<file path="src/note_drop_pkg.sv">
// Shared geometry, memory size, colour constants and state/opcode enums for the note engine
package note_drop_pkg;

	// Note memory shape
	localparam int NUM_ROWS  = 32;
	localparam int NUM_LANES = 5;
	localparam int ROW_W     = 5; // Row index
	localparam int LANE_W    = 3; // Lane index

	// Screen is 320 x 240
	localparam int X_W      = 9;
	localparam int Y_W      = 8;
	localparam int COLOUR_W = 3;

	// Block origin = index * pitch + offset
	localparam logic [X_W-1:0] LANE_PITCH  = X_W'(52);
	localparam logic [X_W-1:0] LANE_OFFSET = X_W'(52);
	localparam logic [Y_W-1:0] ROW_PITCH   = Y_W'(17);
	localparam logic [Y_W-1:0] ROW_OFFSET  = Y_W'(8);

	localparam int BLOCK_SIDE = 4; // Square block, 16 pixels

	localparam logic [COLOUR_W-1:0] NOTE_COLOUR       = 3'd2; // Green
	localparam logic [COLOUR_W-1:0] BACKGROUND_COLOUR = 3'd0; // Black

	// Sequencer states
	typedef enum logic [2:0] {
		IDLE,
		SHIFT,
		DRAW,
		WAIT_BEAT,
		ERASE
	} drop_state_t;

	// Plotter opcode, picks the colour
	typedef enum logic {
		PLOT_DRAW,
		PLOT_ERASE
	} plot_mode_t;

endpackage
</file>
<file path="src/note_drop.sv">
// Top level of the falling-notes engine: timer, controller, memory, scanner and plotter
module note_drop import note_drop_pkg::*; #(
	parameter int BEAT_PERIOD = 26315790 // Clocks per beat
) (
	input  logic                 clk,
	input  logic                 reset,
	input  logic                 start,
	input  logic [NUM_LANES-1:0] notes_in,
	input  logic                 pixel_ready,
	output logic [X_W-1:0]       pixel_x,
	output logic [Y_W-1:0]       pixel_y,
	output logic [COLOUR_W-1:0]  pixel_colour,
	output logic                 pixel_valid
);

	logic                 beat;
	logic                 shift_start;
	logic                 shift_done;
	logic                 scan_start;
	logic                 scan_done;
	plot_mode_t           plot_mode;
	logic [ROW_W-1:0]     row_addr;
	logic [NUM_LANES-1:0] row_data;
	logic [X_W-1:0]       block_x;
	logic [Y_W-1:0]       block_y;
	logic                 block_valid;
	logic                 block_ready;
	logic                 plot_idle;

	beat_timer #(
		.BEAT_PERIOD(BEAT_PERIOD)
	) beat_timer_i (
		.clk  (clk),
		.reset(reset),
		.beat (beat)
	);

	drop_control drop_control_i (
		.clk        (clk),
		.reset      (reset),
		.start      (start),
		.beat       (beat),
		.shift_done (shift_done),
		.scan_done  (scan_done),
		.shift_start(shift_start),
		.scan_start (scan_start),
		.plot_mode  (plot_mode)
	);

	note_shift_memory note_shift_memory_i (
		.clk        (clk),
		.reset      (reset),
		.shift_start(shift_start),
		.notes_in   (notes_in),
		.row_addr   (row_addr),
		.row_data   (row_data),
		.shift_done (shift_done)
	);

	note_scanner note_scanner_i (
		.clk        (clk),
		.reset      (reset),
		.scan_start (scan_start),
		.row_addr   (row_addr),
		.row_data   (row_data),
		.block_x    (block_x),
		.block_y    (block_y),
		.block_valid(block_valid),
		.block_ready(block_ready),
		.plot_idle  (plot_idle),
		.scan_done  (scan_done)
	);

	block_plotter block_plotter_i (
		.clk         (clk),
		.reset       (reset),
		.plot_mode   (plot_mode),
		.block_x     (block_x),
		.block_y     (block_y),
		.block_valid (block_valid),
		.block_ready (block_ready),
		.plot_idle   (plot_idle),
		.pixel_x     (pixel_x),
		.pixel_y     (pixel_y),
		.pixel_colour(pixel_colour),
		.pixel_valid (pixel_valid),
		.pixel_ready (pixel_ready)
	);

endmodule

</file>
<file path="src/drop_control.sv">
// Drop controller: FSM sequencing shift, draw, beat wait and erase passes
module drop_control import note_drop_pkg::*; (
	input  logic       clk,
	input  logic       reset,
	input  logic       start,
	input  logic       beat,
	input  logic       shift_done,
	input  logic       scan_done,
	output logic       shift_start,
	output logic       scan_start,
	output plot_mode_t plot_mode
);

	drop_state_t state;
	drop_state_t state_next;

	// Next state
	always_comb
	begin
		state_next = state;
		case (state)
			IDLE:      if (start) state_next = SHIFT;      // Only start pulse used
			SHIFT:     if (shift_done) state_next = DRAW;
			DRAW:      if (scan_done) state_next = WAIT_BEAT;
			WAIT_BEAT: if (beat) state_next = ERASE;       // Beats elsewhere ignored
			ERASE:     if (scan_done) state_next = SHIFT;  // Loop without start
			default:   state_next = IDLE;
		endcase
	end

	// State and entry pulses
	always_ff @(posedge clk)
	begin
		if (reset)
		begin
			state       <= IDLE;
			shift_start <= 1'b0;
			scan_start  <= 1'b0;
		end
		else
		begin
			state       <= state_next;
			shift_start <= (state_next == SHIFT) && (state != SHIFT); // First SHIFT cycle
			scan_start  <= (state_next == DRAW || state_next == ERASE) && (state_next != state);
		end
	end

	// Colour select held for whole pass
	assign plot_mode = (state == ERASE) ? PLOT_ERASE : PLOT_DRAW;

	// Scanner only finishes passes it was asked for
	scan_done_state: assert property (@(posedge clk) disable iff (reset)
		scan_done |-> (state == DRAW || state == ERASE))
		else $error("scan_done outside DRAW/ERASE");

	// Memory only finishes a shift it was asked for
	shift_done_state: assert property (@(posedge clk) disable iff (reset)
		shift_done |-> (state == SHIFT))
		else $error("shift_done outside SHIFT");

endmodule

</file>
<file path="src/block_plotter.sv">
// Block plotter: expands one block origin into 16 coloured pixels under pixel back-pressure
module block_plotter import note_drop_pkg::*; (
	input  logic                clk,
	input  logic                reset,
	input  plot_mode_t          plot_mode,
	input  logic [X_W-1:0]      block_x,
	input  logic [Y_W-1:0]      block_y,
	input  logic                block_valid,
	output logic                block_ready,
	output logic                plot_idle,
	output logic [X_W-1:0]      pixel_x,
	output logic [Y_W-1:0]      pixel_y,
	output logic [COLOUR_W-1:0] pixel_colour,
	output logic                pixel_valid,
	input  logic                pixel_ready
);

	localparam int OFS_W = $clog2(BLOCK_SIDE); // Bits per axis offset
	localparam int IDX_W = 2 * OFS_W;          // 16 pixels -> 4 bits

	logic             busy;    // Block latched, pixels pending
	logic [IDX_W-1:0] pix_idx; // Pixel within block
	logic [X_W-1:0]   org_x;
	logic [Y_W-1:0]   org_y;

	assign block_ready = !busy;
	assign plot_idle   = !busy;
	assign pixel_valid = busy;

	// x offset from upper half of index, y offset from lower half
	assign pixel_x = org_x + X_W'(pix_idx[IDX_W-1:OFS_W]);
	assign pixel_y = org_y + Y_W'(pix_idx[OFS_W-1:0]);

	// Control
	always_ff @(posedge clk)
	begin
		if (reset)
		begin
			busy    <= 1'b0;
			pix_idx <= '0;
		end
		else if (!busy)
		begin
			if (block_valid)
				busy <= 1'b1; // First pixel valid next cycle
		end
		else if (pixel_ready)
		begin
			pix_idx <= pix_idx + 1'b1; // Wraps to 0 after the last pixel
			if (pix_idx == IDX_W'(BLOCK_SIDE * BLOCK_SIDE - 1))
				busy <= 1'b0;
		end
	end

	// Block payload, captured on accept
	always_ff @(posedge clk)
	begin
		if (block_valid && !busy)
		begin
			org_x        <= block_x;
			org_y        <= block_y;
			pixel_colour <= (plot_mode == PLOT_ERASE) ? BACKGROUND_COLOUR : NOTE_COLOUR;
		end
	end

	// Stalled pixel keeps its coordinate and colour
	pixel_hold: assert property (@(posedge clk) disable iff (reset)
		pixel_valid && !pixel_ready |=> pixel_valid && $stable(pixel_x)
			&& $stable(pixel_y) && $stable(pixel_colour))
		else $error("pixel changed while stalled");

endmodule

</file>
<file path="src/note_scanner.sv">
// Note scanner: row and lane walk over the note memory, block origin calculation and handshake
module note_scanner import note_drop_pkg::*; (
	input  logic                 clk,
	input  logic                 reset,
	input  logic                 scan_start,
	output logic [ROW_W-1:0]     row_addr,
	input  logic [NUM_LANES-1:0] row_data,
	output logic [X_W-1:0]       block_x,
	output logic [Y_W-1:0]       block_y,
	output logic                 block_valid,
	input  logic                 block_ready,
	input  logic                 plot_idle,
	output logic                 scan_done
);

	typedef enum logic [2:0] {
		S_IDLE,  // Waiting for scan_start
		S_FETCH, // Row address out, data next cycle
		S_LANE,  // Test current lane bit
		S_BLOCK, // Block offered to plotter
		S_FLUSH  // Last block still being drawn
	} scan_state_t;

	scan_state_t       state;
	logic [LANE_W-1:0] lane_cnt;
	logic              lane_set;
	logic              advance;   // Done with current lane
	logic              last_lane;
	logic              last_row;

	assign lane_set  = row_data[lane_cnt]; // row_data stable while row_addr holds
	assign last_lane = (lane_cnt == LANE_W'(NUM_LANES - 1));
	assign last_row  = (row_addr == ROW_W'(NUM_ROWS - 1));
	assign advance   = ((state == S_LANE) && !lane_set) || ((state == S_BLOCK) && block_ready);

	// row_addr doubles as the row counter
	always_ff @(posedge clk)
	begin
		scan_done <= 1'b0;
		if (reset)
		begin
			state       <= S_IDLE;
			row_addr    <= '0;
			lane_cnt    <= '0;
			block_valid <= 1'b0;
		end
		else
		begin
			case (state)
				S_IDLE:
					if (scan_start)
					begin
						row_addr <= '0;
						lane_cnt <= '0;
						state    <= S_FETCH;
					end
				S_FETCH: state <= S_LANE; // Memory read in flight
				S_LANE:
					if (lane_set)
					begin
						block_valid <= 1'b1;
						state       <= S_BLOCK;
					end
				S_BLOCK:
					if (block_ready)
						block_valid <= 1'b0; // Accepted
				S_FLUSH:
					if (plot_idle)
					begin
						scan_done <= 1'b1; // Whole pass emitted
						state     <= S_IDLE;
					end
				default: state <= S_IDLE;
			endcase

			// Step lane, then row; overrides the case above
			if (advance)
			begin
				if (last_lane)
				begin
					lane_cnt <= '0;
					if (last_row)
						state <= S_FLUSH;
					else
					begin
						row_addr <= row_addr + 1'b1;
						state    <= S_FETCH;
					end
				end
				else
				begin
					lane_cnt <= lane_cnt + 1'b1;
					state    <= S_LANE;
				end
			end
		end
	end

	// Block origin, loaded only when a set lane is found
	// Lower rows wrap within Y_W bits
	always_ff @(posedge clk)
	begin
		if (state == S_LANE && lane_set)
		begin
			block_x <= X_W'(lane_cnt) * LANE_PITCH + LANE_OFFSET;
			block_y <= Y_W'(row_addr) * ROW_PITCH + ROW_OFFSET;
		end
	end

	// Offered block holds until the plotter takes it
	block_hold: assert property (@(posedge clk) disable iff (reset)
		block_valid && !block_ready |=> block_valid && $stable(block_x) && $stable(block_y))
		else $error("block origin changed while stalled");

endmodule

</file>
<file path="src/note_shift_memory.sv">
// Note shift memory: 32 x 5 register array with row-by-row downward shift and scan read port
module note_shift_memory import note_drop_pkg::*; (
	input  logic                 clk,
	input  logic                 reset,
	input  logic                 shift_start,
	input  logic [NUM_LANES-1:0] notes_in,
	input  logic [ROW_W-1:0]     row_addr,
	output logic [NUM_LANES-1:0] row_data,
	output logic                 shift_done
);

	logic [NUM_LANES-1:0] mem [NUM_ROWS]; // One bit per lane per row

	logic             shifting;  // Shift in progress
	logic [ROW_W-1:0] shift_row; // Row being written this cycle

	// Shift sequencer
	// Bottom row first so each source is read before it is overwritten
	always_ff @(posedge clk)
	begin
		shift_done <= 1'b0;
		if (reset)
		begin
			shifting  <= 1'b0;
			shift_row <= '0;
			for (int r = 0; r < NUM_ROWS; r++)
			begin
				mem[r] <= '0; // Empty screen
			end
		end
		else if (shifting)
		begin
			if (shift_row == '0)
			begin
				mem[0]     <= notes_in; // New row enters at the top
				shifting   <= 1'b0;
				shift_done <= 1'b1;
			end
			else
			begin
				mem[shift_row] <= mem[shift_row - 1'b1]; // Row 31 content is lost
				shift_row      <= shift_row - 1'b1;
			end
		end
		else if (shift_start)
		begin
			shifting  <= 1'b1;
			shift_row <= ROW_W'(NUM_ROWS - 1); // Start at the bottom
		end
	end

	// Registered read, one cycle latency
	always_ff @(posedge clk)
	begin
		row_data <= mem[row_addr];
	end

endmodule

</file>
<file path="src/beat_timer.sv">
// Beat timer: free-running counter with one-cycle beat pulse per period
module beat_timer #(
	parameter int BEAT_PERIOD = 26315790
) (
	input  logic clk,
	input  logic reset,
	output logic beat
);

	// At least one bit, even for tiny periods
	localparam int CNT_W = (BEAT_PERIOD > 1) ? $clog2(BEAT_PERIOD) : 1;

	logic [CNT_W-1:0] count;

	always_ff @(posedge clk)
	begin
		if (reset)
		begin
			count <= '0;
			beat  <= 1'b0;
		end
		else
		begin
			beat <= (count == CNT_W'(BEAT_PERIOD - 1)); // Pulse on wrap
			if (count == CNT_W'(BEAT_PERIOD - 1))
				count <= '0;
			else
				count <= count + 1'b1;
		end
	end

	// One cycle wide, never back to back
	beat_single: assert property (@(posedge clk) disable iff (reset) beat |=> !beat)
		else $error("beat held high for two cycles");

endmodule

</file>
<file path="config.mk">
export PLATFORM = sky130hd
export DESIGN_NAME = note_drop
export DESIGN_NICKNAME = d
export VERILOG_FILES = /design/src/note_drop_pkg.sv /design/src/note_drop.sv /design/src/drop_control.sv /design/src/block_plotter.sv /design/src/note_scanner.sv /design/src/note_shift_memory.sv /design/src/beat_timer.sv
export SDC_FILE = /design/constraint.sdc
export NUM_CORES = 1
export LEC_CHECK = 0
export ABC_AREA = 1
export BUFFER_PORTS_ARGS = -buffer_cell sky130_fd_sc_hd__buf_2
export CAP_MARGIN = 20
export CORE_ASPECT_RATIO = 0.6
export CORE_UTILIZATION = 43
export CTS_CLUSTER_SIZE = 24
export DETAILED_ROUTE_END_ITERATION = 8
export GPL_ROUTABILITY_DRIVEN = 0
export PLACE_DENSITY = 0.69
export SYNTH_ARGS = -nofsm -noshare
export SYNTH_HDL_FRONTEND = slang
export SYNTH_HIERARCHICAL = 1
export SYNTH_SLANG_ARGS = --single-unit
</file>
<file path="constraint.sdc">
create_clock -name clk -period 4.9 [get_ports clk]
set_clock_uncertainty 0.1 [all_clocks]
set_input_delay 0.245 -clock clk [delete_from_list [all_inputs] [get_ports clk]]
set_output_delay 0.245 -clock clk [all_outputs]
set_load 0.05 [all_outputs]
</file>
# Word-level counts from Yosys, hierarchy flattened
# Memory sizes are Yosys's and may differ from the RTL's. A register that Yosys moved wholly into a read port is not among the register bits.
# Index checks and enable logic that the tools add are counted.
# op_classes
addsub,9
multipliers,2
magnitude_cmp,1
eq_ne,24
mux,53
bitwise,2
reduce_logical,25
# ops
operator,n
$mux W5,11
$mux W3,15
$pmux W3 S5,2
$add A25 B1 Y25 const B,1
$eq A25 B25 Y1 const B,1
$mux W1,22
$eq A3 B2 Y1 const B,5
$eq A3 B3 Y1 const B,4
$add A9 B2 Y9,1
$add A9 B6 Y9 const B,1
$eq A3 B1 Y1 const B,3
$add A8 B2 Y8,1
$add A8 B4 Y8 const B,1
$mul A5 B5 Y8 const B,1
$reduce_bool A2 Y1,4
$mul A3 B4 Y7 const B,1
$logic_and A1 B1 Y1,6
$logic_not A3 Y1,2
$ne A3 B1 Y1 const B,2
$reduce_and A2 Y1,3
$add A5 B1 Y5 const B,1
$eq A5 B5 Y1 const B,1
$logic_not A5 Y1,1
$reduce_or A5 Y1,1
20 further kinds,25
# totals
regBits,93
ram_bits,160
input_bits,9
out_inout_bits,21
wordCells,137
memories,1
# mem_list
memory,words,word_bits,rd,rd_ports_with_merged_regs,wr,line,text
note_shift_memory_i.mem,32,5,2,1,32,note_shift_memory.sv:12,logic [NUM_LANES-1:0] mem [NUM_ROWS];

# Depth between registers and ports, before layout
# Gate-level depths: netlist (run 1).
# depth
ltp_word,7
ltp_mapped,15
ltp_nobuf,11

# Cells and area by module
# Netlist (run 1), hierarchy kept.
# modules_own_cells
mod,instances,cells_each,area_each_um2,seq_area_each_um2
note_shift_memory,1,1289,9938.3,5044.8
note_scanner,1,205,1712.9,710.7
beat_timer,1,197,1398.8,520.5
block_plotter,1,128,1218.7,640.6
drop_control,1,45,275.3,100.1

# Worst setup path after synthesis (run 1)
# No wires, ideal clock.
# synth_timing
path_type,reg2reg
startpoint,register note_shift_memory_i.shift_row[0]
endpoint,"memory note_shift_memory_i.mem[24][2], data pin"
setup_time_ns,0.258
arrival_time_ns,2.157
required_ns,4.542
slack_ns,2.385
path_stages_with_launch,16
synth_period_minus_slack_ns,2.515
path_cell_list,dfxtp_1 -> buf_4 -> inv_2 -> buf_4 -> buf_4 -> ha_1 -> buf_4 -> clkbuf_1 -> nor2_1 -> nand2_1 -> nand3_1 -> nand3_1 -> nand3_1 -> nand2_2 -> buf_6 -> nor2_1
# synth_lines
element,line,text
"start, declared",note_shift_memory.sv:15,logic [ROW_W-1:0] shift_row;
"start signal, assigned",note_shift_memory.sv:42,shift_row <= shift_row - 1'b1;
"start signal, assigned",note_shift_memory.sv:48,shift_row <= ROW_W'(NUM_ROWS - 1);
"end, declared",note_shift_memory.sv:12,

==> results of run 1 <==
cell usage in the layout (no fill, tap or decap), drive strengths merged:
cell / instances
a21oi: 107
a31oi: 3
buf: 39
clkbuf: 41
clkinv: 6
conb: 4
dfxtp: 61
dlygate4sd3: 7
edfxtp: 193
fa: 4
ha: 24
inv: 242
nand2: 461
nand3: 210
nand3b: 6
nand4: 11
nor2: 310
nor3: 11
o21ai: 91
o21bai: 1
or2: 1
xnor2: 14
xor2: 17
cells in the mapped netlist, types with 3 or more instances:
cell	number	area [um^2]
xnor2_1	14	123
ha_1	24	300
nor3_1	11	55.1
nor2_2	11	68.8
nand3_2	5	50.1
nand2_1	440	1650
inv_2	9	33.8
clkbuf_1	41	154
o21ai_0	86	430
dfxtp_1	61	1220
nor2_4	12	135
buf_6	20	225
a21oi_2	5	43.8
nor2_1	287	1080
edfxtp_1	193	5800
nand4_1	11	68.8
a21oi_1	102	510
xor2_1	16	140
fa_1	4	80.1
buf_2	20	100
a31oi_1	3	18.8
buf_4	11	82.6
nand3b_1	6	45.0
nand3_1	204	1020
o21ai_1	5	25.0
nand2_4	3	33.8
nand2_2	18	113
inv_1	232	871
sequential cells by signal, summed over array words and instances, names as in the netlist, 3 cells and up:
signal                         cells
note_scanner_i/block_y             8
drop_control_i/state               3
note_shift_memory_i/row_data       5
block_plotter_i/org_x              9
note_scanner_i/lane_cnt            3
note_scanner_i/state               3
note_shift_memory_i/mem          160
block_plotter_i/pix_idx            4
note_shift_memory_i/shift_row      5
note_scanner_i/block_x             7
block_plotter_i/org_y              8
beat_timer_i/count                25
note_scanner_i/row_addr            5
through the flow:
stage               instance area [um^2]  cells
finish                             15700   2314
floorplan                          14600   1866
global placement                   14800   2260
global route                       15700   2314
detailed placement                 14800   2261
CTS                                15700   2314
power by group through the flow:
| stage | Sequential [mW] | Clock, mW | Combinational [mW] |
|---|---|---|---|
| 6_report | 2.52 | 1.89 | 2.04 |
| 5_1_grt | 2.53 | 2.00 | 2.16 |
| 4_1_cts | 2.52 | 1.93 | 1.98 |
| 3_5_place_dp | 2.56 | 0 | 1.97 |
| 3_3_place_gp | 2.56 | 0 | 1.94 |
| 2_1_floorplan | 2.54 | 0 | 1.57 |
kinds of logic after synthesis:
family                     count (synthesis)
and+or+nand+nor                         1010
buffers and inverters                    337
AOI/OAI and AO/OA                        202
other                                      2
adders and majority gates                 28
xor gates and xnor gates                  31
DFF                                      254
area by class of cell:
class,instances,area [um^2]
flip-flops and latches,254,7020
inverters,243,912
clock buffers,41,768
well taps,450,563
multi-input cells,1275,6060
clock inverters,5,27.5
fillers,3178,17200
repair buffers,46,315
final timing paths:
kind / from / end / slack [ns] / cells past startpoint
worst min-delay path: reset / drop_control_i/state[1] / 0.05 / 2
worst max-delay path: note_shift_memory_i/shift_row[0] / note_shift_memory_i/mem[1][1] / 1.06 / 9
worst min register to register: note_scanner_i/block_y[3] / block_plotter_i/org_y[3] / 0.32 / 0
worst max register to register: note_shift_memory_i/shift_row[0] / note_shift_memory_i/mem[1][1] / 1.06 / 9
routing by layer:
metal,vias to the layer above,global-route usage,wire (um)
met3,65,0.0638,4700
met1,5740,0.345,18100
met4,0,0.0459,692
li1,5947,-,-
met2,633,0.301,14800
met5,-,0,0
==> results.toml, run 1 <==
[synth]
synthAdderAreaFrac = 0.0262
yosysUniqueCellTypes = 35
synth-seq-cells = 254
ys_async_sr_fraction = 0
yosys.area_share.simple = 0.299
netlist_area_um2 = 14500
yosysWarnings = 6
synth_top_family_by_area = "simple AND/OR/NAND/NOR gates"
synth_compound_area_frac = 0.0712
synth_xor_area_frac = 0.0192
yosys-mux-area-fraction = 0
synth_ff_type = "edfxtp_1"
syn_avg_cell_area_um2 = 7.80
yosysSeqAreaShare = 0.482
synth_edf_count = 193
netlist_instances = 1864

[worst_setup_path]
worstPathArrival_ns = 4.00
cpMostUsedCell = "nand3_1"
critical_path.slowest_cell = "xnor2_1"
crit_chain = "inv_2 -> ha_1 -> xnor2_1 -> buf_4 -> nand3_1 -> nand3_1 -> nand3_1 -> nand2_2 -> nor2_1"
required_ns = 5.05
cp_num_buf_inv = 2
crit_fanout = 31
critPathCaptureType = "flip-flop"
crit_family = "simple AND/OR/NAND/NOR gates"
path_class = "flip-flop to flip-flop"
start_kind = "flip-flop"
crit_path_max_incr_delay_ns = 0.92

[grt]
antenna_found_initial = 0
grt_pass1_wl_mm = 60.0
gr-total-overflow = 0
grt_pass1_vias = 11012
grt_max_degree = 108
grtUsageTotal = 0.223

[floorplanning]
die_area_um2 = 34600
dieHeight_um = 144
std_cell_rows = 51
initial_core_util = 0.443
core_area_um2 = 32900
fp.dieW_um = 239
io_pins = 30

[clock_tree]
ctsLongestPathBuffers = 3
cts_made_buffers = 25
clock-root-buffer = "clkbuf_16"
clk_latency_ns = 0.54
hold_buffers = 7
cts_setup_buffers = 0
clk_pin_slew_ns = 0.06
cts_max_level = 1
cts_sinks = 254
cts_tree = "built"
cts.repair.resized = 0

[timing]
worst_pin_slew_ns = 1.17
worst_slack_ns = 1.06
fmax_mhz = 260
period_share = 0.785
hold_slack_ns = 0.0504
final_hold_viol_count = 0
setup_viol = 0
rsz0062_at_grt = "false"
relSlewSlack = 0.215
post-route-min-period_ns = 3.84
fin_tns_setup_ns = 0
slew_viol_final = 0

[flow_run]
max-cap-violations = 0

[detailed_routing]
detail-route-antenna-nets = 0
via_count = 12385
drt-initial-drc-count = 1776
viasPerCell = 5.35
wirelength_mm = 38.3
wire_per_inst_um = 16.6
drc = 0
first_pass_iters = 6

[power_and_ir_drop]
p_sw_mw = 2.53
swShare = 0.392
vdd_drop_max_uv = 548
clockPowerShare = 0.293
power_frac_seq = 0.390
p_total_mw = 6.45
p_leak_nw = 6.56
comb_power_share = 0.316
internal-power_mw = 3.92
powerDensity_nw_per_um2 = 412

[cells_and_area]
fin_nets = 1882
layout-drive-gt1-share = 0.0762
post-route-util = 0.477
syn2layout_area_growth_pct = 7.72
antennaDiodeCount = 0

[run_status]
status = "finished clean"

[placement]
hpwlAfterDp_mm = 26.1
place_ws_ns = 1.21
port-buffer-count = 27

[min_path]
hold_path_class = "primary input to flip-flop"
(Power assumes the default switching activity.)
==> inputs of run 2 (changes only) <==
Clock period 4.9 ns to 3.75 ns, I/O delays scaled along.
==> results.toml, run 2 (synthesis results as in run 1) <==
[worst_setup_path]
cpMostUsedCell = "nand3_1"
crit_path_max_incr_delay_ns = 0.84
required_ns = 3.94
crit_chain = "buf_4 -> nand2_1 -> nand3_1 -> nand3_1 -> nand3_1 -> nand3_1 -> nand2_2 -> buf_12 -> nor2_1"
critPathCaptureType = "flip-flop"
worstPathArrival_ns = 3.28
path_class = "flip-flop to flip-flop"
cp_num_buf_inv = 2
crit_fanout = 107
critical_path.slowest_cell = "buf_4"
start_kind = "flip-flop"
crit_family = "simple AND/OR/NAND/NOR gates"

[timing]
fin_tns_setup_ns = 0
worst_pin_slew_ns = 1.13
rsz0062_at_grt = "false"
post-route-min-period_ns = 3.09
relSlewSlack = 0.247
period_share = 0.824
setup_viol = 0
final_hold_viol_count = 0
slew_viol_final = 0
fmax_mhz = 324

[power_and_ir_drop]
comb_power_share = 0.341
p_sw_mw = 3.35
vdd_drop_max_uv = 538
swShare = 0.390
p_leak_nw = 6.60
internal-power_mw = 5.23
power_frac_seq = 0.383
powerDensity_nw_per_um2 = 545
clockPowerShare = 0.275

[placement]
port-buffer-count = 27
hpwlAfterDp_mm = 27.6

[detailed_routing]
drt-initial-drc-count = 1659
detail-route-antenna-nets = 0
drc = 0
viasPerCell = 5.35
wire_per_inst_um = 16.9
first_pass_iters = 6
wirelength_mm = 39.2
via_count = 12439

[grt]
antenna_found_initial = 0
grt_pass1_wl_mm = 61.3
grt_pass1_vias = 11358
grtUsageTotal = 0.229
gr-total-overflow = 0
grt_max_degree = 114

[cells_and_area]
layout_commonest_cell = "nand2_1"
largest_registers = "note_shift_memory_i/mem (160), beat_timer_i/count (25), block_plotter_i/org_x (9)"
syn2layout_area_growth_pct = 8.27
post-route-util = 0.479
largest_register = "note_shift_memory_i/mem"
layout-drive-gt1-share = 0.0806
layout_common_cells = "nand2_1, nor2_1, inv_1"
fin_nets = 1892
antennaDiodeCount = 0
largest_reg_flops = 160

[clock_tree]
clk_latency_ns = 0.55
cts_tree = "built"
cts_made_buffers = 24
clk_pin_slew_ns = 0.06
cts_setup_buffers = 0
clock-root-buffer = "clkbuf_16"
cts_sinks = 254
ctsLongestPathBuffers = 3
cts_max_level = 1

[min_path]
hold_path_class = "flip-flop to flip-flop"

[floorplanning]
io_pins = 30
dieHeight_um = 144
fp.dieW_um = 239
std_cell_rows = 51
initial_core_util = 0.443
core_area_um2 = 32900
die_area_um2 = 34600

[run_status]
status = "finished clean"

[flow_run]
max-cap-violations = 0
[run 2: cell count changes in the layout (fill, tap and decap cells not counted)]
cell           before  now
buf_12              0    6
buf_4              11   16
clkbuf_16          27   24
clkbuf_8            4    1
clkbuf_1           10    8
clkinv_2            3    5
inv_4               0    2
buf_16              1    0
bufinv_16           0    1
clkinv_1            3    4
clkinv_8            0    1
dlygate4sd3_1       7    8
inv_6               1    0
[run 2: path summary, 6_finish.rpt]
check	start	to	slack [ns]	depth (start not counted)
worst min-delay path	note_scanner_i/block_x[5]	block_plotter_i/org_x[5]	0.31	0
worst max register to register	note_shift_memory_i/shift_row[0]	note_shift_memory_i/mem[23][3]	0.66	9
worst min register to register	note_scanner_i/block_x[5]	block_plotter_i/org_x[5]	0.31	0
worst max-delay path	note_shift_memory_i/shift_row[0]	note_shift_memory_i/mem[23][3]	0.66	9
[run 2: power by group through the flow]
stage	sequential (mW)	combinational [mW]	clock, mW
after global routing	3.31	3.10	2.52
after global placement	3.34	2.80	0
after floorplan	3.32	2.05	0
final	3.29	2.93	2.36
after CTS	3.29	2.84	2.41
after detailed placement	3.35	2.82	0
[run 2: cell type report]
| class | count | area (um^2) |
|---|---|---|
| clock buffers | 33 | 644 |
| clock inverters | 11 | 91.3 |
| fillers | 3182 | 17100 |
| inverters | 243 | 912 |
| multi-input cells | 1275 | 6060 |
| flip-flops and latches | 254 | 7020 |
| well taps | 450 | 563 |
| repair buffers | 57 | 455 |
[run 2: worst register-to-register path, cell delays in order (launching register included)]
cell and delay (ns):
dfxtp_4 0.34, buf_4 0.84, nand2_1 0.19, nand3_1 0.16, nand3_1 0.22, nand3_1 0.14
nand3_1 0.14, nand2_2 0.39, buf_12 0.23, nor2_1 0.08
[run 2: per-layer routing]
| layer | global-route usage | wire length, um | share of wire |
|---|---|---|---|
| met5 | 0 | 0 | 0 |
| met4 | 0.0526 | 760 | 0.019 |
| met3 | 0.0809 | 5170 | 0.13 |
| met2 | 0.309 | 15000 | 0.38 |
| met1 | 0.344 | 18200 | 0.47 |
[run 2: repair_timing]
action / in CTS / in global routing
endpoints found under the hold margin: 14 / 0
resized for setup: 0 / 0
hold buffers: 8 / 0
[run 2: through the flow]
stage	hold WS, ns	worst slack (ns)	std cells	instance area (um^2)	total power [mW]
3_5_place_dp	0.305	0.836	2271	14900	6.17
6_report	0.313	0.660	2323	15700	8.58
4_1_cts	0.307	0.827	2323	15700	8.54
5_1_grt	0.318	0.602	2323	15700	8.93
2_1_floorplan	0.150	1.24	1866	14600	5.37
3_3_place_gp	0.305	0.909	2271	14900	6.14
